### config.mk
export PLATFORM = sky130hd
export DESIGN_NAME = operand_buffer
export DESIGN_NICKNAME = d
export VERILOG_FILES = /design/src/common/systolic_pkg.sv /design/src/operand_buffer.sv
export SDC_FILE = /design/constraint.sdc
export NUM_CORES = 2
export LEC_CHECK = 0
export BUFFER_PORTS_ARGS = -buffer_cell sky130_fd_sc_hd__buf_2
export CAP_MARGIN = 20
export CORE_UTILIZATION = 25
export CTS_BUF_LIST = sky130_fd_sc_hd__clkbuf_4
export DETAILED_ROUTE_END_ITERATION = 6
export GPL_TIMING_DRIVEN = 1
export HOLD_SLACK_MARGIN = 0.02
export SETUP_SLACK_MARGIN = 0.05
export SYNTH_ARGS = -nofsm -noshare
export SYNTH_HDL_FRONTEND = slang
export SYNTH_SLANG_ARGS = --single-unit
export TNS_END_PERCENT = 20
### constraint.sdc
create_clock -name clk -period 4.95 [get_ports clk]
set_clock_uncertainty 0.2 [all_clocks]
set_input_delay 0.2475 -clock clk [delete_from_list [all_inputs] [get_ports clk]]
set_output_delay 0.2475 -clock clk [all_outputs]
set_load 0.01 [all_outputs]
### src/common/systolic_pkg.sv
`default_nettype none

package systolic_pkg;

    // element and accumulator widths
    localparam int DATA_WIDTH   = 8;
    localparam int ACC_WIDTH    = 2 * DATA_WIDTH;

    // operand buffer depth, one entry per inner step
    localparam int K_ADDR_WIDTH = 6;
    localparam int K_MAX        = 1 << K_ADDR_WIDTH;

    typedef logic [DATA_WIDTH-1:0]   elem_t;
    typedef logic [ACC_WIDTH-1:0]    acc_t;
    typedef logic [K_ADDR_WIDTH-1:0] k_addr_t;

    // one extra bit so that n = K_MAX fits
    typedef logic [K_ADDR_WIDTH:0]   k_len_t;

    typedef enum logic [2:0] {
        IDLE,
        CLEAR,
        FEED,
        DRAIN,
        UNLOAD
    } seq_state_t;

endpackage

`default_nettype wire

### src/operand_buffer.sv
`timescale 1ns/1ps
`default_nettype none

module operand_buffer #(
    parameter int LANES = 4
) (
    input  wire                                  clk,
    input  wire                                  wr_en_i,
    input  wire systolic_pkg::k_addr_t           wr_addr_i,
    input  wire systolic_pkg::elem_t [LANES-1:0] wr_data_i,
    input  wire systolic_pkg::k_addr_t           rd_addr_i,
    output systolic_pkg::elem_t [LANES-1:0]      rd_data_o
);
    import systolic_pkg::*;

    // one lane vector per inner step
    elem_t [LANES-1:0] mem [K_MAX];

    always_ff @(posedge clk) begin
        if (wr_en_i) begin
            mem[wr_addr_i] <= wr_data_i;
        end
    end

    // registered read, data one cycle after the address
    always_ff @(posedge clk) begin
        rd_data_o <= mem[rd_addr_i];
    end

endmodule

`default_nettype wire

==> results.md <==
* Status: completed
* Setup-failing EPs final at 0
* Via count of the routed design at 39500
* Area contributors post-synth: edfxtp_1, mux4_2, mux2i_1, dfxtp_1, o22ai_1
* Area of the die at 0.316 sq mm
* Worst Max-Slew Pin Slew at 1.06 ns
* Cells after synthesis at 3324
* P_leak at 29.1 nW
* H-tree depth at 6
* FILL cells at 30200
* Wire per inst at 25.0 microns
* Post-synthesis sequential area ratio at 79.1%
* Worst Setup End Kind: register
* Asr flop ratio synth at 0%
* GP Congestion at 0.788
* HPWL Detailed at 121000 microns
* Clock transition at the registers of the reported paths at 0.07 ns
* Initial Utilization at 25.2%
* TritonCTS clock tree: built
* Hold Vio Cnt, Final at 0
* PortBufs at 77
* Required time worst endpoint at 5.93 ns
* Most frequent cell after synthesis: edfxtp_1
* Syn avg cell area at 23.6 sq um
* Fmax at 0.253 GHz
* Distinct cell type count after synthesis at 34
* # IOs at 78
* Share of post-route cells with drive strength above 1 at 38.6%
* Chip Width at 562 microns
* Crit share post-route at 79.9%
* Ys flop type: edfxtp_1
* Iteration-0 DRC Markers at 4036
* TritonRoute pass-1 iters at 5
* CTS Sinks at 2080
* Setup TNS at 0 ns
* Initial antenna violation count at 22
* Core box area at 0.312 sq mm
* Die Ht at 562 microns
* Slew margin rel. at 28.9%
* RSZ-0062 raised after global routing: no
* CP max FO at 52
* Post-synth top cells: edfxtp_1, mux4_2, nor2_1
* Pwr Density at 383 mW/mm^2
* Crit start category: primary input
* Seq cells post-synth at 2080
* Largest net degree at the start of global routing at 75
* Post-CTS sizing at 0
* Fin cells at 8542
* Max-slew violation count at 0
* Synthesis-to-layout area growth at 18.5%
* Via density at 4.62
* CTS Buf Count at 550
* WP data arrival at 4.94 ns
* Std-Cell Rows at 205
* Final #Nets at 4098
* Top-area cell type share of the netlist area at 78.3%
* Tmin final at 3.96 ns
* Syn nets at 3370
* Critical path class: in -> reg
* Post-CTS Hold Buffers at 89
* Max Root-Sink Buffers at 4
* Total wire length at 213000 microns
* Total Power at 35.6 mW
* Setup Slack @ Placement at 1.17 ns
* Peak supply drop at 299 uV
* Antenna Violating Nets Remaining at 0
* Vias in the first global route at 41200
* First-pass GRT wire length at 301000 microns
* Synth warn at 0
* Clk_lat worst skew at 1.34 ns
* Inst Count DP at 7521
* Synthesized area at 0.0785 sq mm
* Cell type with the largest total area after synthesis: edfxtp_1
* Post CTS Setup Buffer Count at 0
* Hold Path Class: in -> reg
* Gr ovfl total at 0
* Final worst setup slack at 0.994 ns
* Maximum Capacitance Violations at 0
* CTS root buffer: clkbuf_4
* # DRC at 0
* Global Route Usage Sum at 13.3%
* Post-synth EDFFs at 2048
-- cells by family (layout without fill, tap and decap cells) --
| kind of cell | count (synthesis) | after routing | synth area share (%) |
|---|---|---|---|
| buffers and inverters | 182 | 1242 | 1.13 |
| AOI/OAI and AO/OA | 202 | 202 | 1.67 |
| muxes | 637 | 637 | 16.8 |
| DFF | 2080 | 2080 | 79.1 |
| and+or+nand+nor | 223 | 223 | 1.27 |
| other | 0 | 18 | 0 |
-- cell type report --
class | count | area [sq um] | share of cell area, %
tap | 4140 | 5180 | 5.57
clock buffer | 790 | 5930 | 6.37
antenna | 18 | 45.0 | 0.0484
clock inverter | 94 | 469 | 0.504
sequential | 2080 | 62100 | 66.8
multi-input combinational | 1062 | 16000 | 17.2
timing repair buffer | 358 | 3330 | 3.58
-- worst max-delay path: stages --
cell and delay, ns:
dlygate4sd3_1 0.56, buf_8 0.55, buf_12 0.36, buf_12 0.31
mux4_2 0.55, mux2i_1 0.16, a21oi_1 0.10, dlygate4sd3_1 0.56
a21oi_1 0.12, dlygate4sd3_1 0.56, nor2_1 0.04, dlygate4sd3_1 0.57
-- flip-flops by register name, indices dropped and copies added (netlist names) --
name and count:
mem 2048, rd_data_o 32
-- per-layer routing --
| metal | GRT usage (%) | part of all wire (%) | vias up | routed length [microns] |
|---|---|---|---|---|
| met2 | 21.6 | 49 | 1938 | 104000 |
| li1 | - | - | 16100 | - |
| met4 | 4.81 | 2.9 | 6 | 6180 |
| met1 | 17.3 | 40 | 21100 | 86300 |
| met3 | 3.18 | 8.1 | 325 | 17400 |
| met5 | 0 | 0.016 | - | 35 |
-- stage by stage --
step | hold slack (ns) | utilization [%] | instance area (sq um)
CTS | 0.0213 | 29.6 | 92500
finish | 0.0410 | 29.8 | 93100
global route | -0.0103 | 29.8 | 93100
floorplan | 0.146 | - | 78500
global placement | 0.465 | 27.3 | 85200
detailed placement | 0.458 | 27.3 | 85200
-- layout by cell type, fill, tap and decap left out, types with 8 or more instances in the layout --
| master | count |
|---|---|
| nor2b_1 | 15 |
| edfxtp_1 | 2048 |
| inv_2 | 19 |
| mux4_2 | 544 |
| clkinv_1 | 64 |
| nor2_4 | 62 |
| dlygate4sd3_1 | 100 |
| clkbuf_4 | 790 |
| buf_4 | 138 |
| o22ai_1 | 84 |
| buf_12 | 41 |
| buf_2 | 73 |
| o221ai_1 | 27 |
| nand2_1 | 26 |
| a311oi_1 | 8 |
| dfxtp_1 | 32 |
| mux2i_1 | 93 |
| diode_2 | 18 |
| a22oi_1 | 12 |
| a21oi_1 | 62 |
| nor2_1 | 75 |
-- final timing paths --
check | startpoint | to | slack (ns) | cells after the start
max reg2reg | mem[30][9] | rd_data_o[9] | 1.47 | 7
min | wr_data_i[11] | mem[8][11] | 0.04 | 3
max | rd_addr_i[0] | rd_data_o[6] | 0.99 | 12
min reg2reg | mem[12][20] | rd_data_o[20] | 0.58 | 4
-- where the power goes --
group          internal, mW  switching [mW]
sequential             19.5           0.109
clock                  7.46            6.70
combinational         0.745            1.13
total                  27.7            7.94
(Power assumes the default switching activity.)
