<file path="src/common/systolic_pkg.sv">
`default_nettype none

package systolic_pkg;

    // element and accumulator widths
    localparam int DATA_WIDTH   = 8;
    localparam int ACC_WIDTH    = 2 * DATA_WIDTH;

    // operand buffer depth, one entry per inner step
    localparam int K_ADDR_WIDTH = 6;
    localparam int K_MAX        = 1 << K_ADDR_WIDTH;

    typedef logic [DATA_WIDTH-1:0]   elem_t;
    typedef logic [ACC_WIDTH-1:0]    acc_t;
    typedef logic [K_ADDR_WIDTH-1:0] k_addr_t;

    // one extra bit so that n = K_MAX fits
    typedef logic [K_ADDR_WIDTH:0]   k_len_t;

    typedef enum logic [2:0] {
        IDLE,
        CLEAR,
        FEED,
        DRAIN,
        UNLOAD
    } seq_state_t;

endpackage

`default_nettype wire

</file>
<file path="src/skew_stage.sv">
`timescale 1ns/1ps
`default_nettype none

module skew_stage #(
    parameter int ARRAY_HEIGHT = 4,
    parameter int ARRAY_WIDTH  = 4
) (
    input  wire                                         clk,
    input  wire                                         reset_n,
    input  wire                                         valid_i,
    input  wire systolic_pkg::elem_t [ARRAY_HEIGHT-1:0] a_lanes_i,
    input  wire systolic_pkg::elem_t [ARRAY_WIDTH-1:0]  b_lanes_i,
    output systolic_pkg::elem_t [ARRAY_HEIGHT-1:0]      a_lanes_o,
    output systolic_pkg::elem_t [ARRAY_WIDTH-1:0]       b_lanes_o,
    output logic [ARRAY_HEIGHT-1:0]                     a_valid_o,
    output logic [ARRAY_WIDTH-1:0]                      b_valid_o
);
    import systolic_pkg::*;

    localparam int LANES = ARRAY_HEIGHT + ARRAY_WIDTH;

    // a lanes in the low slots, b lanes above them
    elem_t [LANES-1:0] lane_in;
    elem_t [LANES-1:0] lane_out;
    logic  [LANES-1:0] vld_out;

    assign lane_in   = {b_lanes_i, a_lanes_i};
    assign a_lanes_o = lane_out[ARRAY_HEIGHT-1:0];
    assign b_lanes_o = lane_out[LANES-1:ARRAY_HEIGHT];
    assign a_valid_o = vld_out[ARRAY_HEIGHT-1:0];
    assign b_valid_o = vld_out[LANES-1:ARRAY_HEIGHT];

    for (genvar j = 0; j < LANES; j++) begin : g_lane
        localparam int DEPTH = (j < ARRAY_HEIGHT) ? j : j - ARRAY_HEIGHT;

        if (DEPTH == 0) begin : g_direct
            assign lane_out[j] = lane_in[j];
            assign vld_out[j]  = valid_i;
        end else begin : g_delay
            elem_t            data_sr [DEPTH];
            logic [DEPTH-1:0] vld_sr;

            always_ff @(posedge clk) begin
                data_sr[0] <= lane_in[j];
                for (int i = 1; i < DEPTH; i++) begin
                    data_sr[i] <= data_sr[i-1];
                end
            end

            always_ff @(posedge clk or negedge reset_n) begin
                if (!reset_n) begin
                    vld_sr <= '0;
                end else begin
                    vld_sr[0] <= valid_i;
                    for (int i = 1; i < DEPTH; i++) begin
                        vld_sr[i] <= vld_sr[i-1];
                    end
                end
            end

            assign lane_out[j] = data_sr[DEPTH-1];
            assign vld_out[j]  = vld_sr[DEPTH-1];
        end
    end

endmodule

`default_nettype wire

</file>
<file path="config.mk">
export PLATFORM = sky130hd
export DESIGN_NAME = skew_stage
export DESIGN_NICKNAME = d
export VERILOG_FILES = /design/src/common/systolic_pkg.sv /design/src/skew_stage.sv
export SDC_FILE = /design/constraint.sdc
export NUM_CORES = 1
export LEC_CHECK = 0
export BUFFER_PORTS_ARGS = -buffer_cell sky130_fd_sc_hd__buf_2
export CAP_MARGIN = 20
export CORE_ASPECT_RATIO = 2
export CORE_UTILIZATION = 38
export DETAILED_ROUTE_END_ITERATION = 6
export GPL_TIMING_DRIVEN = 0
export HOLD_SLACK_MARGIN = 0.03
export PLACE_DENSITY = 0.85
export SLEW_MARGIN = 20
export SYNTH_ARGS = -nofsm -noshare
export SYNTH_HDL_FRONTEND = slang
export SYNTH_SLANG_ARGS = --single-unit
</file>
<file path="constraint.sdc">
create_clock -name clk -period 0.8 [get_ports clk]
set_clock_uncertainty 0.2 [all_clocks]
set_input_delay 0.16 -clock clk [delete_from_list [all_inputs] [get_ports clk]]
set_output_delay 0.16 -clock clk [all_outputs]
set_load 0.01 [all_outputs]
</file>
==> reports/results.tsv <==
metric	value	unit
outcome	finished with violations	
failing checks	negative hold slack, negative setup slack	
multi-input gates	0	
I/O pins	139	
CP required	0.44	ns
final net count	371	
layout cells sized above 1	0.657	
initial DRC count	35	
CP max FO	3	
area of the multi-input gates	0	um^2
WL per Instance	13.4	um
fin util	0.683	
HP Class	primary input to register	
Max Cap Violations	0	
Worst setup EP type	output pin	
post-synthesis cell count	153	
Layout Area Growth over Synthesis	72.2	%
GRT overflow	0	
Cells after DPL	359	
Final WS setup	-0.540	ns
Cell variety after synth	3	
routability congestion estimate from global placement	0.621	
PortBufs	122	
nature of the critical path startpoint	register	
Avg Vias per Cell	3.76	
Root Buffer	clkbuf_16	
# hold bufs at CTS	49	
final max-slew violation count	0	
Pre-antenna DRT Iters	2	
largest net degree at the start of global routing	17	
syn avg cell area	15.7	um^2
CTS tree	done	
P_leak	0.00195	uW
Die Height	114	um
setup tns final	-18.86	ns
DRC violations left	0	
Worst Tran Pin Value	0.128	ns
antenna violations before repair	0	
flops & latches, synth	99	
CP dominant cell by count	buf_6	
crit-path cells	buf_6 > buf_6	
Worst path max stage delay	0.41	ns
CTS buffer count	9	
Synth Warn #	0	
Hold WS	-0.170	ns
fillers	415	
min cycle time layout	1.34	ns
final cell count without fillers	393	
DP Wirelength	3.03	mm
core footprint	6060	um^2
CP max-delay cell	dfrtp_1	
Worst VDD drop	2640	uV
# clock sinks	99	
Post-Syn Nets	220	
Final period util	1.67	
die area	6660	um^2
Max clock buf depth	2	
DRT Wirelength	5.26	mm
area of the mapped netlist	2400	um^2
Max Clk Rate	746	MHz
setup slack, reg-to-reg	0.07	ns
Total GRT Usage	0.166	
Slew headroom	0.915	
final setup fails	58	
Die Width	58.2	um
Worst EP arrival	0.98	ns
RSZ-0062 raised after global routing	true	
Starting Density	0.397	
power per cell area	2730	nW/um^2
Final ANT Viol Nets	0	
Place WS	-0.200	ns
Clock Pin Slew Worst Setup and Hold Paths	0.06	ns
Seq/Total Area, Yosys	0.831	
Worst-Skew Late Latency	0.34	ns
vias in the first global route	1556	
antenna diode instance count	0	
FP Rows	40	
via count	1476	
# H-tree levels	3	
first-pass GRT wire length	7.40	mm
Setup CP Type	register to output pin	
Hold Vio Cnt, Final	6	
[layer usage]
metal	vias to the layer above	share of wire	GRT usage
li1	712	-	-
met1	654	0.31	0.139
met2	93	0.58	0.300
met3	17	0.067	0.0554
met4	0	0.038	0.130
met5	-	0	0
[what timing repair did]
| action | in CTS | in global routing |
|---|---|---|
| endpoints found under the setup margin | 56 | 58 |
| pin swaps | 0 | 0 |
| hold endpoints to repair | 52 | 6 |
| gates resized for setup | 83 | 18 |
| buffers inserted | 1 | 0 |
[Yosys cell counts]
cell	instances	area (um^2)
dfrtp_1	3	75.1
dfxtp_1	96	1920
buf_4	54	405
[sequential cells by signal (all words and copies together), names as in the netlist]
| signal | cells |
|---|---|
| g_lane.g_delay.data_sr | 96 |
| g_lane.g_delay.vld_sr | 3 |
[critical path, delay by kind of cell (launching register included)]
family	cells	cell delay (ns)
buffers and inverters	2	0.24
DFF	1	0.41
[cells in the final DEF, fill, tap and decap left out, drive strengths merged]
| cell | instances |
|---|---|
| dfrtp | 3 |
| dfxtp | 96 |
| buf | 145 |
| bufinv | 3 |
| dlymetal6s4s | 2 |
| clkbuf | 11 |
| clkinv | 1 |
| dlygate4sd3 | 47 |
| clkinvlp | 1 |
[power breakdown]
group          switching, uW  internal, uW
Combinational            266           591
Clock                   1780          3330
Sequential              98.9          5220
[stage by stage]
stage	instance area [um^2]	total power [uW]
CTS	4070	11300
global route	4140	11700
finish	4140	11300
detailed placement	3130	5990
floorplan	2420	5660
global placement	3130	5960
[path summary, 6_finish.rpt]
kind | start | to | cells past startpoint
max in group asynchronous | reset_n | g_lane[3].g_delay.vld_sr[1] | 2
hold / removal | valid_i | g_lane[3].g_delay.vld_sr[0] | 2
setup / recovery | g_lane[3].g_delay.vld_sr[0] | a_valid_o[1] | 2
setup reg to reg | g_lane[3].g_delay.vld_sr[0] | g_lane[3].g_delay.vld_sr[1] | 0
min in group asynchronous | reset_n | g_lane[3].g_delay.vld_sr[2] | 2
hold reg to reg | g_lane[3].g_delay.data_sr[0][0] | g_lane[3].g_delay.data_sr[0][8] | 0
[cell type report]
| class | instances | area, um^2 | share of cell area |
|---|---|---|---|
| Buffer | 22 | 188 | 0.0454 |
| Clock buffer | 11 | 264 | 0.0638 |
| Clock inverter | 5 | 106 | 0.0257 |
| Sequential cell | 99 | 2050 | 0.495 |
| Tap cell | 84 | 105 | 0.0254 |
| Timing Repair Buffer | 172 | 1420 | 0.344 |
[kinds of logic after synthesis]
| kind of cell | after synthesis | share of synthesized area |
|---|---|---|
| buffers and inverters | 54 | 0.169 |
| DFF | 99 | 0.831 |
Note: power is estimated with default switching activity, not from simulation.
