===== src/common/systolic_pkg.sv =====
`default_nettype none

package systolic_pkg;

    // element and accumulator widths
    localparam int DATA_WIDTH   = 8;
    localparam int ACC_WIDTH    = 2 * DATA_WIDTH;

    // operand buffer depth, one entry per inner step
    localparam int K_ADDR_WIDTH = 6;
    localparam int K_MAX        = 1 << K_ADDR_WIDTH;

    typedef logic [DATA_WIDTH-1:0]   elem_t;
    typedef logic [ACC_WIDTH-1:0]    acc_t;
    typedef logic [K_ADDR_WIDTH-1:0] k_addr_t;

    // one extra bit so that n = K_MAX fits
    typedef logic [K_ADDR_WIDTH:0]   k_len_t;

    typedef enum logic [2:0] {
        IDLE,
        CLEAR,
        FEED,
        DRAIN,
        UNLOAD
    } seq_state_t;

endpackage

`default_nettype wire


===== src/pe_array/pe_cell.sv =====
`timescale 1ns/1ps
`default_nettype none

module pe_cell (
    input  wire                         clk,
    input  wire                         reset_n,
    input  wire                         clear_i,
    input  wire systolic_pkg::elem_t    a_i,
    input  wire                         a_valid_i,
    input  wire systolic_pkg::elem_t    b_i,
    input  wire                         b_valid_i,
    output systolic_pkg::elem_t         a_o,
    output logic                        a_valid_o,
    output systolic_pkg::elem_t         b_o,
    output logic                        b_valid_o,
    output systolic_pkg::acc_t          acc_o
);
    import systolic_pkg::*;

    // operands move one cell per cycle
    always_ff @(posedge clk) begin
        a_o <= a_i;
        b_o <= b_i;
    end

    always_ff @(posedge clk or negedge reset_n) begin
        if (!reset_n) begin
            a_valid_o <= 1'b0;
            b_valid_o <= 1'b0;
        end else begin
            a_valid_o <= a_valid_i;
            b_valid_o <= b_valid_i;
        end
    end

    // wraps modulo 2**ACC_WIDTH
    always_ff @(posedge clk or negedge reset_n) begin
        if (!reset_n) begin
            acc_o <= '0;
        end else if (clear_i) begin
            acc_o <= '0;
        end else if (a_valid_i && b_valid_i) begin
            acc_o <= acc_o + acc_t'(a_i) * acc_t'(b_i);
        end
    end

endmodule

`default_nettype wire


===== src/pe_array/pe_array.sv =====
`timescale 1ns/1ps
`default_nettype none

module pe_array #(
    parameter int ARRAY_HEIGHT = 4,
    parameter int ARRAY_WIDTH  = 4
) (
    input  wire                                         clk,
    input  wire                                         reset_n,
    input  wire                                         clear_i,
    input  wire systolic_pkg::elem_t [ARRAY_HEIGHT-1:0] a_lanes_i,
    input  wire [ARRAY_HEIGHT-1:0]                      a_valid_i,
    input  wire systolic_pkg::elem_t [ARRAY_WIDTH-1:0]  b_lanes_i,
    input  wire [ARRAY_WIDTH-1:0]                       b_valid_i,
    output systolic_pkg::acc_t [ARRAY_HEIGHT*ARRAY_WIDTH-1:0] acc_grid_o
);
    import systolic_pkg::*;

    // a runs left to right along a row, b top to bottom along a column
    elem_t a_fwd [ARRAY_HEIGHT][ARRAY_WIDTH+1];
    logic  a_vld [ARRAY_HEIGHT][ARRAY_WIDTH+1];
    elem_t b_fwd [ARRAY_HEIGHT+1][ARRAY_WIDTH];
    logic  b_vld [ARRAY_HEIGHT+1][ARRAY_WIDTH];

    // left edge
    for (genvar r = 0; r < ARRAY_HEIGHT; r++) begin : g_left
        assign a_fwd[r][0] = a_lanes_i[r];
        assign a_vld[r][0] = a_valid_i[r];
    end

    // top edge
    for (genvar c = 0; c < ARRAY_WIDTH; c++) begin : g_top
        assign b_fwd[0][c] = b_lanes_i[c];
        assign b_vld[0][c] = b_valid_i[c];
    end

    for (genvar r = 0; r < ARRAY_HEIGHT; r++) begin : g_row
        for (genvar c = 0; c < ARRAY_WIDTH; c++) begin : g_col
            pe_cell u_pe_cell (
                .clk       (clk),
                .reset_n   (reset_n),
                .clear_i   (clear_i),
                .a_i       (a_fwd[r][c]),
                .a_valid_i (a_vld[r][c]),
                .b_i       (b_fwd[r][c]),
                .b_valid_i (b_vld[r][c]),
                .a_o       (a_fwd[r][c+1]),
                .a_valid_o (a_vld[r][c+1]),
                .b_o       (b_fwd[r+1][c]),
                .b_valid_o (b_vld[r+1][c]),
                // row-major flat index
                .acc_o     (acc_grid_o[r*ARRAY_WIDTH + c])
            );
        end
    end

endmodule

`default_nettype wire


===== config.mk =====
export PLATFORM = sky130hd
export DESIGN_NAME = pe_array
export DESIGN_NICKNAME = d
export VERILOG_FILES = /design/src/common/systolic_pkg.sv /design/src/pe_array/pe_cell.sv /design/src/pe_array/pe_array.sv
export SDC_FILE = /design/constraint.sdc
export NUM_CORES = 2
export LEC_CHECK = 0
export BUFFER_PORTS_ARGS = -buffer_cell sky130_fd_sc_hd__clkbuf_2
export CORE_ASPECT_RATIO = 1.5
export CORE_MARGIN = 3
export CORE_UTILIZATION = 30
export CTS_CLUSTER_SIZE = 40
export DETAILED_ROUTE_END_ITERATION = 7
export PLACE_DENSITY = 0.55
export SLEW_MARGIN = 20
export SYNTH_ARGS = -nofsm -noshare
export SYNTH_HDL_FRONTEND = slang
export SYNTH_SLANG_ARGS = --single-unit

===== constraint.sdc =====
create_clock -name clk -period 5.5 [get_ports clk]
set_input_delay 0.275 -clock clk [delete_from_list [all_inputs] [get_ports clk]]
set_output_delay 0.275 -clock clk [all_outputs]
set_load 0.01 [all_outputs]

==> results.cfg <==
[status]
outcome = finished, final reports clean

[route]
drt-initial-drc-count = 1466
routed_wl_um = 152000
firstDrtPassIters = 5
drc_errors = 0
wl_per_cell_um = 17.2
drtAntennaViolNets = 0
vias_per_cell = 4.61
vias = 40700

[floorplanning]
start_util = 0.303
num_rows = 190
io_pins = 331
die_width_um = 353
chipHeight_um = 527
dieArea_um2 = 186000
core_area_um2 = 179000

[power]
p_leak_nw = 32.2
p_seq_frac = 0.170
pwr-share-comb = 0.682
p_int_mw = 14.3
switchingPower_mw = 13.9
powerDensity_nw_per_um2 = 458
total_power_mw = 28.2
swShare = 0.492
pwr-share-clk = 0.147
ir_drop_v = 0.000401

[grt]
grt_pass1_wl_um = 245000
grt_pass1_vias = 44300
gr-total-overflow = 0
track_usage = 0.165
grt_antenna_before_repair = 11
grt_max_degree = 92

[synth]
synth_edf_count = 0
seq_area_frac_synth = 0.200
ys_ff_latch = 472
synth_area_um2 = 54200
syn_area_per_cell_um2 = 9.09
netlist_top_cells_area = fa_1, dfrtp_1, ha_1
synth_cells = 5964
synth_largest_area_cell = fa_1
yosysWarnings = 0
synth_top_cell_area_share = 0.295
synth_fp_nets = 7399
synth_ff_type = dfrtp_1
synth_cell_type_count = 64
synthArstFlopShare = 0.593

[cells_and_area]
syn_to_final_growth_pct = 13.5
layoutNonFillerInstCount = 8822
drive_above_1_share = 0.0797
postLayoutCoreUtil = 0.343
nets = 7798

[timing]
timing.final.ws_setup_ns = 0.645
fin_skew_ns = 0.0371
worstMarginPinSlew_ns = 1.14
slew-limit-headroom = 0.237
setup_tns_ns = 0
hold_viol = 0
slew_viol_final = 0
rsz0062_at_grt = false
fin_crit_sh = 0.883
setup_viol = 0
fmax_ghz = 0.206
min_period_ns = 4.86

[setup_path]
rr_worst_depth = 15
setup.worst_path.end_class = flop
rr_endpoint = g_row[2].g_col[1].u_pe_cell.acc_o[13]
cp_max_fo = 10
reg2reg_slack_ns = 0.64
worstPathRequired_ns = 6.08
rr_startpoint = g_row[1].g_col[1].u_pe_cell.b_o[0]
start_kind = flop
worstSetupPathType = reg2reg
critPathArrivalTime_ns = 5.44

[clock_network]
cts_buffers = 60
hold_buffers = 73
postCtsSetupRepairBufs = 0
htree_levels = 2
clock-root-buffer = clkbuf_16
clk_latency_ns = 0.71
path_clk_slew_ns = 0.06
post_cts_resized = 0
cts_tree = done
clock_path_buffers = 3
clock_sinks = 472

[worst_hold_path]
hold_path_class = in2async

[placement]
io_buffers = 330
gp_congestion = 0.890
preCtsSetupSlack_ns = 0.636
hpwl_um = 127000
place_inst = 8628

[flow_run]
max-cap-violations = 0
-- placed cells by master, fill, tap and decap left out, types with 16 or more instances in the layout --
cell type | Yosys | final
a211oi_1 | 17 | 17
a21o_1 | 45 | 45
a21oi_1 | 150 | 148
a22o_1 | 98 | 98
a31oi_1 | 37 | 37
a32o_1 | 31 | 31
and2_1 | 514 | 514
buf_4 | 0 | 33
clkbuf_16 | 0 | 61
clkbuf_2 | 0 | 328
clkinv_2 | 0 | 16
dfrtp_1 | 280 | 280
dfxtp_1 | 192 | 192
dlygate4sd3_1 | 0 | 73
fa_1 | 800 | 800
ha_1 | 560 | 560
inv_1 | 1618 | 1618
nand2_1 | 686 | 686
nand2b_1 | 55 | 55
nand3_1 | 52 | 52
nor2_1 | 130 | 128
nor2b_1 | 22 | 22
nor3_1 | 22 | 22
o211ai_1 | 18 | 18
o21a_1 | 17 | 17
o21ai_0 | 137 | 137
o21bai_1 | 20 | 20
o31ai_1 | 37 | 37
or3_1 | 23 | 23
xnor2_1 | 73 | 73
xor2_1 | 38 | 38
-- power groups by stage --
stage	sequential, mW	clock [mW]	combinational (mW)
6_report	4.80	4.15	19.2
4_1_cts	4.83	4.34	19.4
3_3_place_gp	4.89	0	18.9
5_1_grt	4.91	4.43	22.2
2_1_floorplan	4.73	0	14.5
3_5_place_dp	4.90	0	19.2
-- how the worst max path moves through the flow --
stage | startpoint | to | depth (start not counted)
3_3_place_gp | g_row[2].g_col[0].u_pe_cell.a_o[5] | g_row[2].g_col[1].u_pe_cell.acc_o[13] | 15
5_1_grt | g_row[2].g_col[0].u_pe_cell.a_o[5] | g_row[2].g_col[1].u_pe_cell.acc_o[13] | 15
4_1_cts | g_row[2].g_col[0].u_pe_cell.a_o[5] | g_row[2].g_col[1].u_pe_cell.acc_o[13] | 15
3_5_place_dp | g_row[2].g_col[0].u_pe_cell.a_o[5] | g_row[2].g_col[1].u_pe_cell.acc_o[13] | 15
6_report | g_row[1].g_col[1].u_pe_cell.b_o[0] | g_row[2].g_col[1].u_pe_cell.acc_o[13] | 15
2_1_floorplan | g_row[1].g_col[0].u_pe_cell.b_o[0] | g_row[2].g_col[0].u_pe_cell.acc_o[15] | 16
-- registers in the layout, summed over array words and instances (netlist names) --
signal                           cells
g_row.g_col.u_pe_cell.acc_o        256
g_row.g_col.u_pe_cell.a_o           96
g_row.g_col.u_pe_cell.b_o           96
g_row.g_col.u_pe_cell.a_valid_o     12
g_row.g_col.u_pe_cell.b_valid_o     12
-- cells in the mapped netlist, types with 7 or more instances --
library cell and number:
a22o_1 98, nand2_1 686, ha_1 560, a21o_1 45, nand2b_1 55, fa_1 800, or3_1 23, dfrtp_1 280
o21bai_1 20, o2111ai_1 12, o21ai_0 137, nor2_1 130, clkbuf_1 68, nand3b_1 9, a21oi_1 150, dfxtp_1 192
nor3_1 22, xor2_1 38, a32o_1 31, and2_1 514, a211oi_1 17, nand4_1 11, mux2i_1 9, xnor2_1 73
o31ai_1 37, o211ai_1 18, o21a_1 17, or2_2 15, mux2_2 9, a31oi_1 37, nor2b_1 22, buf_2 31
and3_1 14, nand3_1 52, a21boi_0 8, or4_1 15, a2111o_1 7, inv_1 1618
-- cell type report --
type                       instances  area [um^2]
inverter                        1618         6070
clock buffer                      82         1720
timing repair buffer             437         2680
antenna                            7         17.5
clock inverter                    32          294
fill                           18800       118000
sequential                       472        10900
tap                             2400         3000
multi-input combinational       3774        36900
-- worst max-delay path, stage by stage (launching register included) --
cell and delay [ns]:
dfxtp_1 0.70, nand2_1 0.16, fa_1 0.53, inv_1 0.05, fa_1 0.50, fa_1 0.57, inv_1 0.06, fa_1 0.48
inv_1 0.05, ha_1 0.32, o21ai_0 0.10, a21oi_1 0.24, nor3_1 0.07, o21ai_0 0.45, a211oi_1 0.15, a221o_1 0.29
-- metrics by stage --
step / instance area (um^2) / hold slack (ns)
2_1_floorplan: 54200 / -0.0206
3_3_place_gp: 58800 / 0.319
3_5_place_dp: 58800 / 0.325
4_1_cts: 61500 / 0.131
5_1_grt: 61500 / 0.172
6_report: 61500 / 0.172
-- layer usage --
layer	wire (um)	GRT usage	up-vias	share of wire
met5	48	0	-	0.00032
met4	4510	0.0498	8	0.030
met1	61600	0.192	20600	0.41
li1	-	-	19000	-
met2	77200	0.300	722	0.51
met3	8240	0.0367	250	0.054
-- cell families after synthesis --
logic type,count (synthesis),synth area share
buf+inv,1718,0.120
simple gates,1590,0.145
fa+ha+maj,1360,0.424
compound gates,695,0.0889
flops,472,0.200
xor+xnor,111,0.0179
mux,18,0.00353
(Power assumes the default switching activity.)
