[config.mk]
export PLATFORM = sky130hd
export DESIGN_NAME = feed_sequencer
export DESIGN_NICKNAME = d
export VERILOG_FILES = /design/src/common/systolic_pkg.sv /design/src/feed_sequencer.sv
export SDC_FILE = /design/constraint.sdc
export NUM_CORES = 1
export LEC_CHECK = 0
export BUFFER_PORTS_ARGS = -buffer_cell sky130_fd_sc_hd__buf_2
export CAP_MARGIN = 0
export CORE_UTILIZATION = 45
export CTS_CLUSTER_SIZE = 12
export DETAILED_ROUTE_END_ITERATION = 12
export PLACE_DENSITY = 0.7
export SLEW_MARGIN = 25
export SYNTH_ARGS = -nofsm -noshare
export SYNTH_HDL_FRONTEND = slang
export SYNTH_SLANG_ARGS = --single-unit
[constraint.sdc]
create_clock -name clk -period 2.19 [get_ports clk]
set_input_delay 0.438 -clock clk [delete_from_list [all_inputs] [get_ports clk]]
set_output_delay 0.438 -clock clk [all_outputs]
set_load 0.01 [all_outputs]
[src/common/systolic_pkg.sv]
`default_nettype none

package systolic_pkg;

    // element and accumulator widths
    localparam int DATA_WIDTH   = 8;
    localparam int ACC_WIDTH    = 2 * DATA_WIDTH;

    // operand buffer depth, one entry per inner step
    localparam int K_ADDR_WIDTH = 6;
    localparam int K_MAX        = 1 << K_ADDR_WIDTH;

    typedef logic [DATA_WIDTH-1:0]   elem_t;
    typedef logic [ACC_WIDTH-1:0]    acc_t;
    typedef logic [K_ADDR_WIDTH-1:0] k_addr_t;

    // one extra bit so that n = K_MAX fits
    typedef logic [K_ADDR_WIDTH:0]   k_len_t;

    typedef enum logic [2:0] {
        IDLE,
        CLEAR,
        FEED,
        DRAIN,
        UNLOAD
    } seq_state_t;

endpackage

`default_nettype wire

[src/feed_sequencer.sv]
`timescale 1ns/1ps
`default_nettype none

module feed_sequencer #(
    parameter int ARRAY_HEIGHT = 4,
    parameter int ARRAY_WIDTH  = 4
) (
    input  wire                         clk,
    input  wire                         reset_n,
    input  wire                         start_i,
    input  wire systolic_pkg::k_len_t   n_i,
    input  wire                         unload_done_i,
    output systolic_pkg::k_addr_t       rd_addr_o,
    output logic                        feed_valid_o,
    output logic                        clear_o,
    output logic                        unload_start_o,
    output logic                        busy_o
);
    import systolic_pkg::*;

    // enough cycles for the last product to cross the skew and the grid
    localparam int DRAIN_CYCLES = ARRAY_HEIGHT + ARRAY_WIDTH + 1;
    localparam int DRAIN_W      = $clog2(DRAIN_CYCLES);

    seq_state_t         state_q;
    k_len_t             n_q;
    k_addr_t            step_q;
    logic [DRAIN_W-1:0] drain_q;
    logic               done_tail_q;
    logic               start_ok;
    logic               last_step;
    logic               last_drain;

    assign start_ok   = start_i && !busy_o;
    assign last_step  = (k_len_t'(step_q) == n_q - k_len_t'(1));
    assign last_drain = (drain_q == DRAIN_W'(DRAIN_CYCLES - 1));

    assign rd_addr_o  = step_q;
    assign clear_o    = (state_q == CLEAR);
    // stays up through the done_o cycle
    assign busy_o     = (state_q != IDLE) || done_tail_q;

    always_ff @(posedge clk) begin
        if (state_q == IDLE && start_ok) begin
            n_q <= n_i;
        end
    end

    always_ff @(posedge clk or negedge reset_n) begin
        if (!reset_n) begin
            state_q <= IDLE;
            step_q  <= '0;
            drain_q <= '0;
        end else begin
            case (state_q)
                IDLE: begin
                    if (start_ok) begin
                        state_q <= CLEAR;
                    end
                end
                CLEAR: begin
                    step_q  <= '0;
                    drain_q <= '0;
                    // empty inner length skips straight to the drain
                    state_q <= (n_q == '0) ? DRAIN : FEED;
                end
                FEED: begin
                    if (last_step) begin
                        state_q <= DRAIN;
                    end else begin
                        step_q <= step_q + 1'b1;
                    end
                end
                DRAIN: begin
                    if (last_drain) begin
                        state_q <= UNLOAD;
                    end else begin
                        drain_q <= drain_q + 1'b1;
                    end
                end
                UNLOAD: begin
                    if (unload_done_i) begin
                        state_q <= IDLE;
                    end
                end
                default: state_q <= IDLE;
            endcase
        end
    end

    // pulses, feed_valid lines up with the buffer read data
    always_ff @(posedge clk or negedge reset_n) begin
        if (!reset_n) begin
            feed_valid_o   <= 1'b0;
            unload_start_o <= 1'b0;
            done_tail_q    <= 1'b0;
        end else begin
            feed_valid_o   <= (state_q == FEED);
            unload_start_o <= (state_q == DRAIN) && last_drain;
            done_tail_q    <= (state_q == UNLOAD) && unload_done_i;
        end
    end

endmodule

`default_nettype wire

==> metrics, run 1 <==
status=completed; synth cell count leaders=dfrtp_1, nand2_1, nor2_1; CTS tree=built; placed inst area=1391 um2; design area=1464 um2; Worst R2R Start=n_q[1]; GRT Util Overall=between 15 and 20%; layout net count=166; CP max-delay cell=edfxtp_1; hold buffers post-CTS=0; antenna violations before repair=0; PwrDens=996.6 nW/um2; fin crit share=a little over nine tenths; ranking of synthesized cells by area=dfrtp_1, edfxtp_1, ha_1, mux2i_1, nand2_1; DIE AREA=2940 um2; clock sinks=23; Worst Setup Path Type=reg -> reg; GRT Residual Overflow=0; Setup TNS=0 ns; htree depth=1; DRT Wirelength=~2300 um; Via-to-Cell Ratio=5.400; largest net degree at the start of global routing=17; fraction of registers with async set or reset after synthesis=about 70%; Clock Latency Late Sink=0.30 ns; die width=54.23 um; Hold Slack=0.009827 ns; CP Capture Type=flop; register bit total from synthesis=23; Period minus WS final=about 2.1 ns; Leakage Power=0.6779 nW; Least-Margin Pin Slew=about 0.34 ns; vias in the first global route=between 700 and 800; Syn Area/Cell=between 10 and 15 um2; Rows=18; IO Port Bufs=20; Worst Path Required=between 2 and 2.5 ns; VDD IR-drop max=between 0.5 and 0.6 mV; Synth cell types=35; fin cells=180; max_cap viols=0; Slew Viols, Final=0; Initial Utilization=48.66%; per-cell routed wire length=12.86 um; Ports=21; # setup viols final=0; CTS clk-pin slew, worst paths=0.12 ns; largest fanout on the critical path=5; Final Core Density=58.04%; most common cell in the netlist=dfrtp_1; number of CTS-inserted buffers=3; DRC violations left=0; Crit Reg-Reg Endpoint=rd_addr_o[4]; Clock Skew=0.003158 ns; die height=about 54 um; post-route antenna net violation count=0; Synthesis Warnings=0; Synth area leader=dfrtp_1; placed insts=173; Synth Instances=120; first-pass GRT wire length=between 3000 and 4000 um; crit-path cells=inv_1 > ha_2 > or3b_4 > o31a_1 > a311o_1 > o21ai_0 > mux2i_1; area of the mapped netlist=1227 um2; Worst slew margin=77.55%; reg2reg setup slack=0.05 ns; routed vias=972; First DRT Iteration DRCs=12; Pre-antenna DRT Iters=4; Hold Crit Class=in -> async; root buffer cell=clkbuf_4; gpl congestion=around 0.80; number of flops mapped to enable cells by yosys=7; n_diodes=0; Post-synth top flop=dfrtp_1; Max Clock Freq=466.9 MHz; area grow syn2layout=19.27%; Final Hold Fails=0; fraction of layout cells with a size suffix above 1=24.67%; Worst setup SP type=flop; Yosys top cell area share=between 30% and 40%; post-synthesis net count=135; CTS Buffer Depth=2; RSZ-0062 raised after global routing=yes; Register-to-Register Path Depth=7; hpwl dp=1704 um; core area=approximately 2500 um2; Slowest Stage Delay on Critical Path=0.43 ns; Worst EP arrival=~2.4 ns; Seq/Total Area, Yosys=49.75%
-- kinds of logic after synthesis --
| logic type | Yosys count | share of synthesized area (%) |
|---|---|---|
| flops | 23 | 49.74 |
| simple gates | 50 | 21.51 |
| mux | 5 | 4.078 |
| fa+ha+maj | 4 | 4.078 |
| xor+xnor | 8 | 5.708 |
| buf+inv | 9 | 2.752 |
| compound gates | 21 | 12.13 |
-- metrics by stage --
stage	setup WS, ns	power (mW)
2_1_floorplan	0.0006930	1.066
3_3_place_gp	0.07187	1.231
3_5_place_dp	0.04289	1.246
4_1_cts	0.004903	1.440
5_1_grt	-0.02623	1.588
6_report	0.04824	1.459
-- layer usage --
| layer | global-route usage (%) | up-vias | wire length [um] |
|---|---|---|---|
| li1 | - | 495 | - |
| met5 | 0 | - | 0 |
| met4 | 7.692 | 0 | 37 |
| met2 | 24.80 | 17 | 1056 |
| met1 | 24.17 | 456 | 1158 |
| met3 | 3.333 | 4 | 62 |
-- layout make-up --
| type | instances | area, um2 |
|---|---|---|
| Sequential cell | 23 | 610.6 |
| Timing Repair Buffer | 27 | 152.6 |
| Fill cell | 224 | 1059 |
| Clock inverter | 1 | 5.005 |
| Tap cell | 30 | 37.54 |
| Clock buffer | 3 | 22.52 |
| Multi-Input combinational cell | 88 | 605.6 |
| Inverter | 8 | 30.03 |
-- critical path: cells and delay by family (launching register included) --
kind                     cells  cell delay, ns
flip-flops                   1            0.43
multiplexers                 1            0.20
buffers and inverters        1            0.08
adder cells (fa/ha/maj)      1            0.16
AO/OA/AOI/OAI                3            0.83
AND/OR/NAND/NOR              1            0.37
-- registers in the layout, summed over array words and instances, names as in the netlist --
| register | count |
|---|---|
| drain_q | 4 |
| unload_start_o | 1 |
| n_q | 7 |
| done_tail_q | 1 |
| feed_valid_o | 1 |
| rd_addr_o | 6 |
| state_q | 3 |
-- cells in the final DEF, fill, tap and decap left out, types with 3 or more instances in the layout --
cell type	netlist	routed
nor3_1	4	4
nand3_1	6	6
mux2i_1	5	5
nand3b_1	3	3
inv_1	8	8
edfxtp_1	7	7
nor2_1	10	10
dfrtp_1	16	16
xor2_1	4	4
ha_1	4	3
a21oi_1	3	3
buf_4	0	7
buf_2	0	20
xnor2_1	4	4
nand2b_1	3	3
nand2_1	11	11
and3_1	3	3
clkbuf_4	0	3
o21ai_0	5	3
-- worst max-delay path by stage --
stage,cells past startpoint,start,end,slack (ns)
floorplan,7,n_q[0],state_q[0],0.0007
global placement,7,n_q[1],state_q[0],0.07
detailed placement,7,n_q[1],state_q[0],0.04
CTS,7,n_q[1],state_q[0],0.005
global route,7,n_q[1],rd_addr_o[2],-0.03
finish,7,n_q[1],rd_addr_o[4],0.05
-- report_power, final --
| part | internal [mW] | switching (mW) | leakage [nW] |
|---|---|---|---|
| clock network | 0.0681 | 0.123 | 0.0177 |
| logic | 0.263 | 0.322 | 0.386 |
| registers | 0.553 | 0.131 | 0.274 |
| total | 0.884 | 0.575 | 0.678 |
-- timing repair --
item | CTS | global route
buffers inserted | 0 | 3
endpoints found under the setup margin | 0 | 7
resized for setup | 0 | 7
(Power assumes the default switching activity.)
==> run 2, diff against run 1 <==
CELL_PAD_IN_SITES_DETAIL_PLACEMENT = 0   (was default)
CELL_PAD_IN_SITES_GLOBAL_PLACEMENT = 2   (was default)
CORE_UTILIZATION = 31   (was 45)
CTS_CLUSTER_DIAMETER = 80   (was default)
PLACE_DENSITY = 0.75   (was 0.7)
==> run 2 against run 1 <==
  * Sequential share of layout area fell by 0.56 points
  * Clock-buffer cell count rose by 1
  * Largest cell class unchanged
  * First-iteration DRC count rose to 4.5 times the previous value
  * Worst hold slack improved by 0.066 ns
  * Wire length rose by 10%
  * Via count fell by 1.4%
  * Critical path type unchanged
  * Combinational power fell by 2%
  * Cell count rose by 8.9%
  * Utilization fell by 18 points
==> metrics, run 2 (synthesis results as in run 1) <==
Leakage Power=0.6713 nW; fin crit share=98.00%; max reg flops=7; Final Hold Fails=0; M2 GR Usage=21.35%; root buffer cell=clkbuf_8; First DRT Iteration DRCs=54; VDD IR-drop max=between 0.4 and 0.5 mV; clock sinks=23; htree depth=1; most frequent cells in the layout=buf_2, dfrtp_1, nand2_1; Clock Latency Late Sink=0.26 ns; DRT Wirelength=approximately 2600 um; Worst slew margin=76.08%; FF+latch area=610.6 um2; placed inst area=~1400 um2; # setup viols final=0; Period minus WS final=~2.1 ns; CTS tree=built; Worst Setup Path Type=reg -> reg; CTS clk-pin slew, worst paths=0.08 ns; antenna violations before repair=0; Least-Margin Pin Slew=~0.36 ns; Hold Crit Class=in -> async; number of CTS-inserted buffers=3; die width=64.93 um; fin cells=196; hpwl dp=1952 um; CP max-delay cell=edfxtp_1; routed vias=958; fraction of layout cells with a size suffix above 1=22.30%; Worst setup SP type=flop; per-cell routed wire length=13.02 um; Slowest Stage Delay on Critical Path=between 0.4 and 0.5 ns; area of the multi-input gates=600.6 um2; die height=64.93 um; GRT Util Overall=13.29%; status=completed; global routing usage on met1=approximately 17%; reg2reg setup slack=0.04 ns; hold buffers post-CTS=0; max_cap viols=0; PostCTS Resize Cnt=0; vias in the first global route=961; crit-path cells=inv_1 > ha_2 > or3b_1 > o31a_1 > a311o_1 > o21ai_0 > mux2i_1; n_diodes=0; DRC violations left=0; Worst R2R Start=n_q[1]; Via-to-Cell Ratio=slightly below 5; Slew Viols, Final=0; Crit Reg-Reg Endpoint=rd_addr_o[3]; Rows=22; Pre-antenna DRT Iters=4; core area=approximately 3700 um2; gr busiest metal=met2; RSZ-0062 raised after global routing=yes; IO Port Bufs=20; CP Capture Type=flop; register with the most flip-flops=n_q; commonest non-fill, non-tap cell in the layout=buf_2; buffer and inverter count on the worst path=1; grt met3 use=3.521%; post-route antenna net violation count=0; Initial Utilization=between 30% and 40%; Top delay family on crit path=compound AO/OA/AOI/OAI gates; placed insts=roughly 190; GRT Residual Overflow=0; design area=1484 um2; Ports=21; layout net count=~160; Clock Skew=0.003802 ns; Final Core Density=39.93%; DIE AREA=4215 um2; Post-CTS Setup Bufs=0; area grow syn2layout=20.90%; Worst EP arrival=2.33 ns; first-pass GRT wire length=4257 um; Register-to-Register Path Depth=7; CTS Buffer Depth=2; largest net degree at the start of global routing=17; Max Clock Freq=465.9 MHz; fillers=385; PwrDens=between 1000 and 1500 nW/um2; gpl congestion=0.7507; largest fanout on the critical path=5; Worst Path Required=~2.4 ns
-- run 2: changes by cell type in the layout (fill, tap and decap cells not counted), sizes merged --
cell    before  now
clkinv       1    0
clkbuf       3    4
buf         27   25
-- run 2: routing by layer --
layer,up-vias,part of all wire [%]
met2,20,47
met4,0,0.74
met3,2,3.6
met5,-,0
met1,448,48
li1,488,-
-- run 2: layout make-up --
cell class	count	share of cell area (%)
multi-input cells	88	40.47
flip-flops and latches	23	41.15
well taps	48	4.047
clock buffers	4	3.035
inverters	8	2.024
repair buffers	25	9.275
-- run 2: worst max-delay path by stage --
stage               startpoint           end  depth (start not counted)
finish                  n_q[1]  rd_addr_o[3]                          7
global route            n_q[1]  rd_addr_o[2]                          7
CTS                     n_q[1]    state_q[0]                          7
detailed placement      n_q[1]    state_q[0]                          7
global placement        n_q[1]  rd_addr_o[4]                          7
floorplan               n_q[0]    state_q[0]                          7
-- run 2: report_power, final --
group          total [mW]  switching [mW]  leakage, nW  internal, mW
Clock               0.255           0.125       0.0228         0.130
Sequential          0.683           0.130        0.274         0.554
Combinational       0.572           0.324        0.374         0.248
-- run 2: stage by stage --
step	setup slack (ns)	hold slack [ns]	power, mW	setup TNS, ns
global route	-0.07838	0.09543	1.637	-0.1940
floorplan	0.0006930	0.1424	1.066	0
detailed placement	0.005159	0.3767	1.260	0
CTS	0.01287	0.08473	1.521	0
global placement	0.04322	0.3714	1.249	0
finish	0.04379	0.07569	1.510	0
-- run 2: worst reg2reg max path: cells and delay by family, from the launching register on --
| kind | cells | cell delay (ns) |
|---|---|---|
| mux | 1 | 0.21 |
| flops | 1 | 0.42 |
| compound gates | 3 | 0.85 |
| buf+inv | 1 | 0.08 |
| simple gates | 1 | 0.36 |
| fa+ha+maj | 1 | 0.16 |
==> run 3, diff against run 2 <==
CORE_MARGIN = 4   (was default)
CORE_UTILIZATION = 30   (was 31)
HOLD_SLACK_MARGIN = 0.08   (was default)
PLACE_DENSITY = 0.73   (was 0.75)
==> run 3 against run 2 <==
  * Fmax is 0.27% higher
  * Setup slack better by 0.0058 ns
  * Wire length is 2.8% higher
  * Combinational power is 1% higher
  * Global-route usage is 2.9 points lower
  * Critical path depth stayed put
  * Clock-buffer cell count is 1 lower
  * Sequential power hardly changed
  * Register-to-register slack hardly changed
  * Non-clock buffer count is 1 higher
  * Largest cell class unchanged
==> metrics, run 3 (synthesis results as in run 1) <==
fin crit share=97.74%; Period minus WS final=about 2.1 ns; First DRT Iteration DRCs=42; post-route antenna net violation count=0; hold buffers post-CTS=0; DRT Wirelength=2623 um; Worst R2R Start=n_q[0]; PwrDens=between 1000 and 1500 nW/um2; design area=1493 um2; vias in the first global route=about 950; CTS clk-pin slew, worst paths=about 0.090 ns; Hold Crit Class=in -> async; DIE AREA=5179 um2; placed insts=193; Ports=21; Psw=approximately 0.59 mW; Worst EP arrival=2.32 ns; layout net count=165; GRT Util Overall=10.39%; Clock Skew=0.007957 ns; number of CTS-inserted buffers=3; Power Total=1.520 mW; register with the most flip-flops=n_q; placed inst area=1429 um2; reg2reg setup slack=~0.05 ns; Worst slew margin=74.21%; # setup viols final=0; area grow syn2layout=21.61%; antenna violations before repair=0; Pre-antenna DRT Iters=2; fin cells=~200; core area=3799 um2; largest net degree at the start of global routing=17; Clock Latency Late Sink=0.26 ns; root buffer cell=clkbuf_8; Sw Share=38.73%; routed vias=968; Least-Margin Pin Slew=0.3869 ns; Leakage Power=roughly 0.68 nW; Rows=22; fraction of layout cells with a size suffix above 1=22.82%; Slew Viols, Final=0; Via-to-Cell Ratio=4.914; die height=71.97 um; fillers=~400; worst setup path start=n_q[0]; Register-to-Register Path Depth=7; Final Hold Fails=0; gpl congestion=between 0.7 and 0.8; per-cell routed wire length=13.31 um; Worst Setup Path Type=reg -> reg; largest fanout on the critical path=5; status=completed; RSZ-0062 raised after global routing=yes; DRC violations left=0; commonest non-fill, non-tap cell in the layout=buf_2; most frequent cells in the layout=buf_2, dfrtp_1, nand2_1; VDD IR-drop max=0.5030 mV; Max Clock Freq=between 400 and 500 MHz; Crit Reg-Reg Endpoint=state_q[0]; CTS Buffer Depth=2; htree depth=1; Worst setup SP type=flop; IO Port Bufs=20; CTS tree=built; CP Capture Type=flop; Initial Utilization=32.31%; Logic pwr share=38.0%; Pint=between 0.9 and 1 mW; Worst Path Required=2.37 ns; pre-CTS setup slack=0.002931 ns; max_cap viols=0; Seq pwr share=roughly 45%; clock sinks=23; Worst Slack Setup Final=0.04955 ns; Clk pwr share=approximately 17%; die width=around 72 um; GRT Residual Overflow=0; first-pass GRT wire length=4271 um; n_diodes=0; max reg flops=7; hpwl dp=2071 um
[run 3: layout make-up]
class / count / area, um2 / area share [%]
Clock buffer: 3 / 41.29 / 2.766
Clock inverter: 1 / 7.507 / 0.5029
Inverter: 8 / 30.03 / 2.012
Multi-Input combinational cell: 88 / 598.1 / 40.07
Sequential cell: 23 / 610.6 / 40.91
Tap cell: 48 / 60.06 / 4.023
Timing Repair Buffer: 26 / 145.1 / 9.723
[run 3: power groups by stage]
stage / combinational [mW] / clock [mW] / sequential, mW
final: 0.578 / 0.263 / 0.680
after global routing: 0.654 / 0.286 / 0.696
after CTS: 0.587 / 0.277 / 0.681
after detailed placement: 0.584 / 0 / 0.687
after global placement: 0.569 / 0 / 0.690
after floorplan: 0.391 / 0 / 0.675
[run 3: metal layers]
metal  up-vias  track usage [%]  part of all wire (%)
li1        487                -                     -
met1       462            13.32                    51
met2        17            17.96                    45
met3         2            2.493                   3.7
met4         0            1.879                  0.53
met5         -                0                     0
[run 3: worst max path at each step]
stage                              end  slack (ns)  cells past startpoint
after floorplan             state_q[0]      0.0007                      7
final                       state_q[0]        0.05                      7
after global routing        state_q[0]       -0.03                      7
after global placement    rd_addr_o[4]        0.05                      7
after detailed placement  rd_addr_o[4]       0.003                      7
after CTS                   state_q[0]      -0.004                      7
[run 3: per-stage QoR]
| step | setup TNS (ns) | hold WS, ns | utilization, % |
|---|---|---|---|
| 3_5_place_dp | 0 | 0.3763 | 37.62 |
| 6_report | 0 | 0.08312 | 39.30 |
| 3_3_place_gp | 0 | 0.3719 | 37.62 |
| 5_1_grt | -0.04684 | 0.1075 | 39.30 |
| 2_1_floorplan | 0 | 0.1424 | - |
| 4_1_cts | -0.003699 | 0.08545 | 39.06 |
[run 3: repair_timing]
action                                  CTS  global route
buffers inserted                          0             0
pin swaps                                 0             2
hold endpoints to repair                  0             0
gates resized for setup                   3             1
endpoints found under the setup margin    3             6
[run 3: worst max-delay path, stage by stage, from the launching register on]
cell	delay, ns
edfxtp_1	0.39
inv_1	0.07
ha_1	0.16
or3b_1	0.37
o31a_1	0.27
a311o_1	0.34
o21a_1	0.24
o31ai_2	0.21
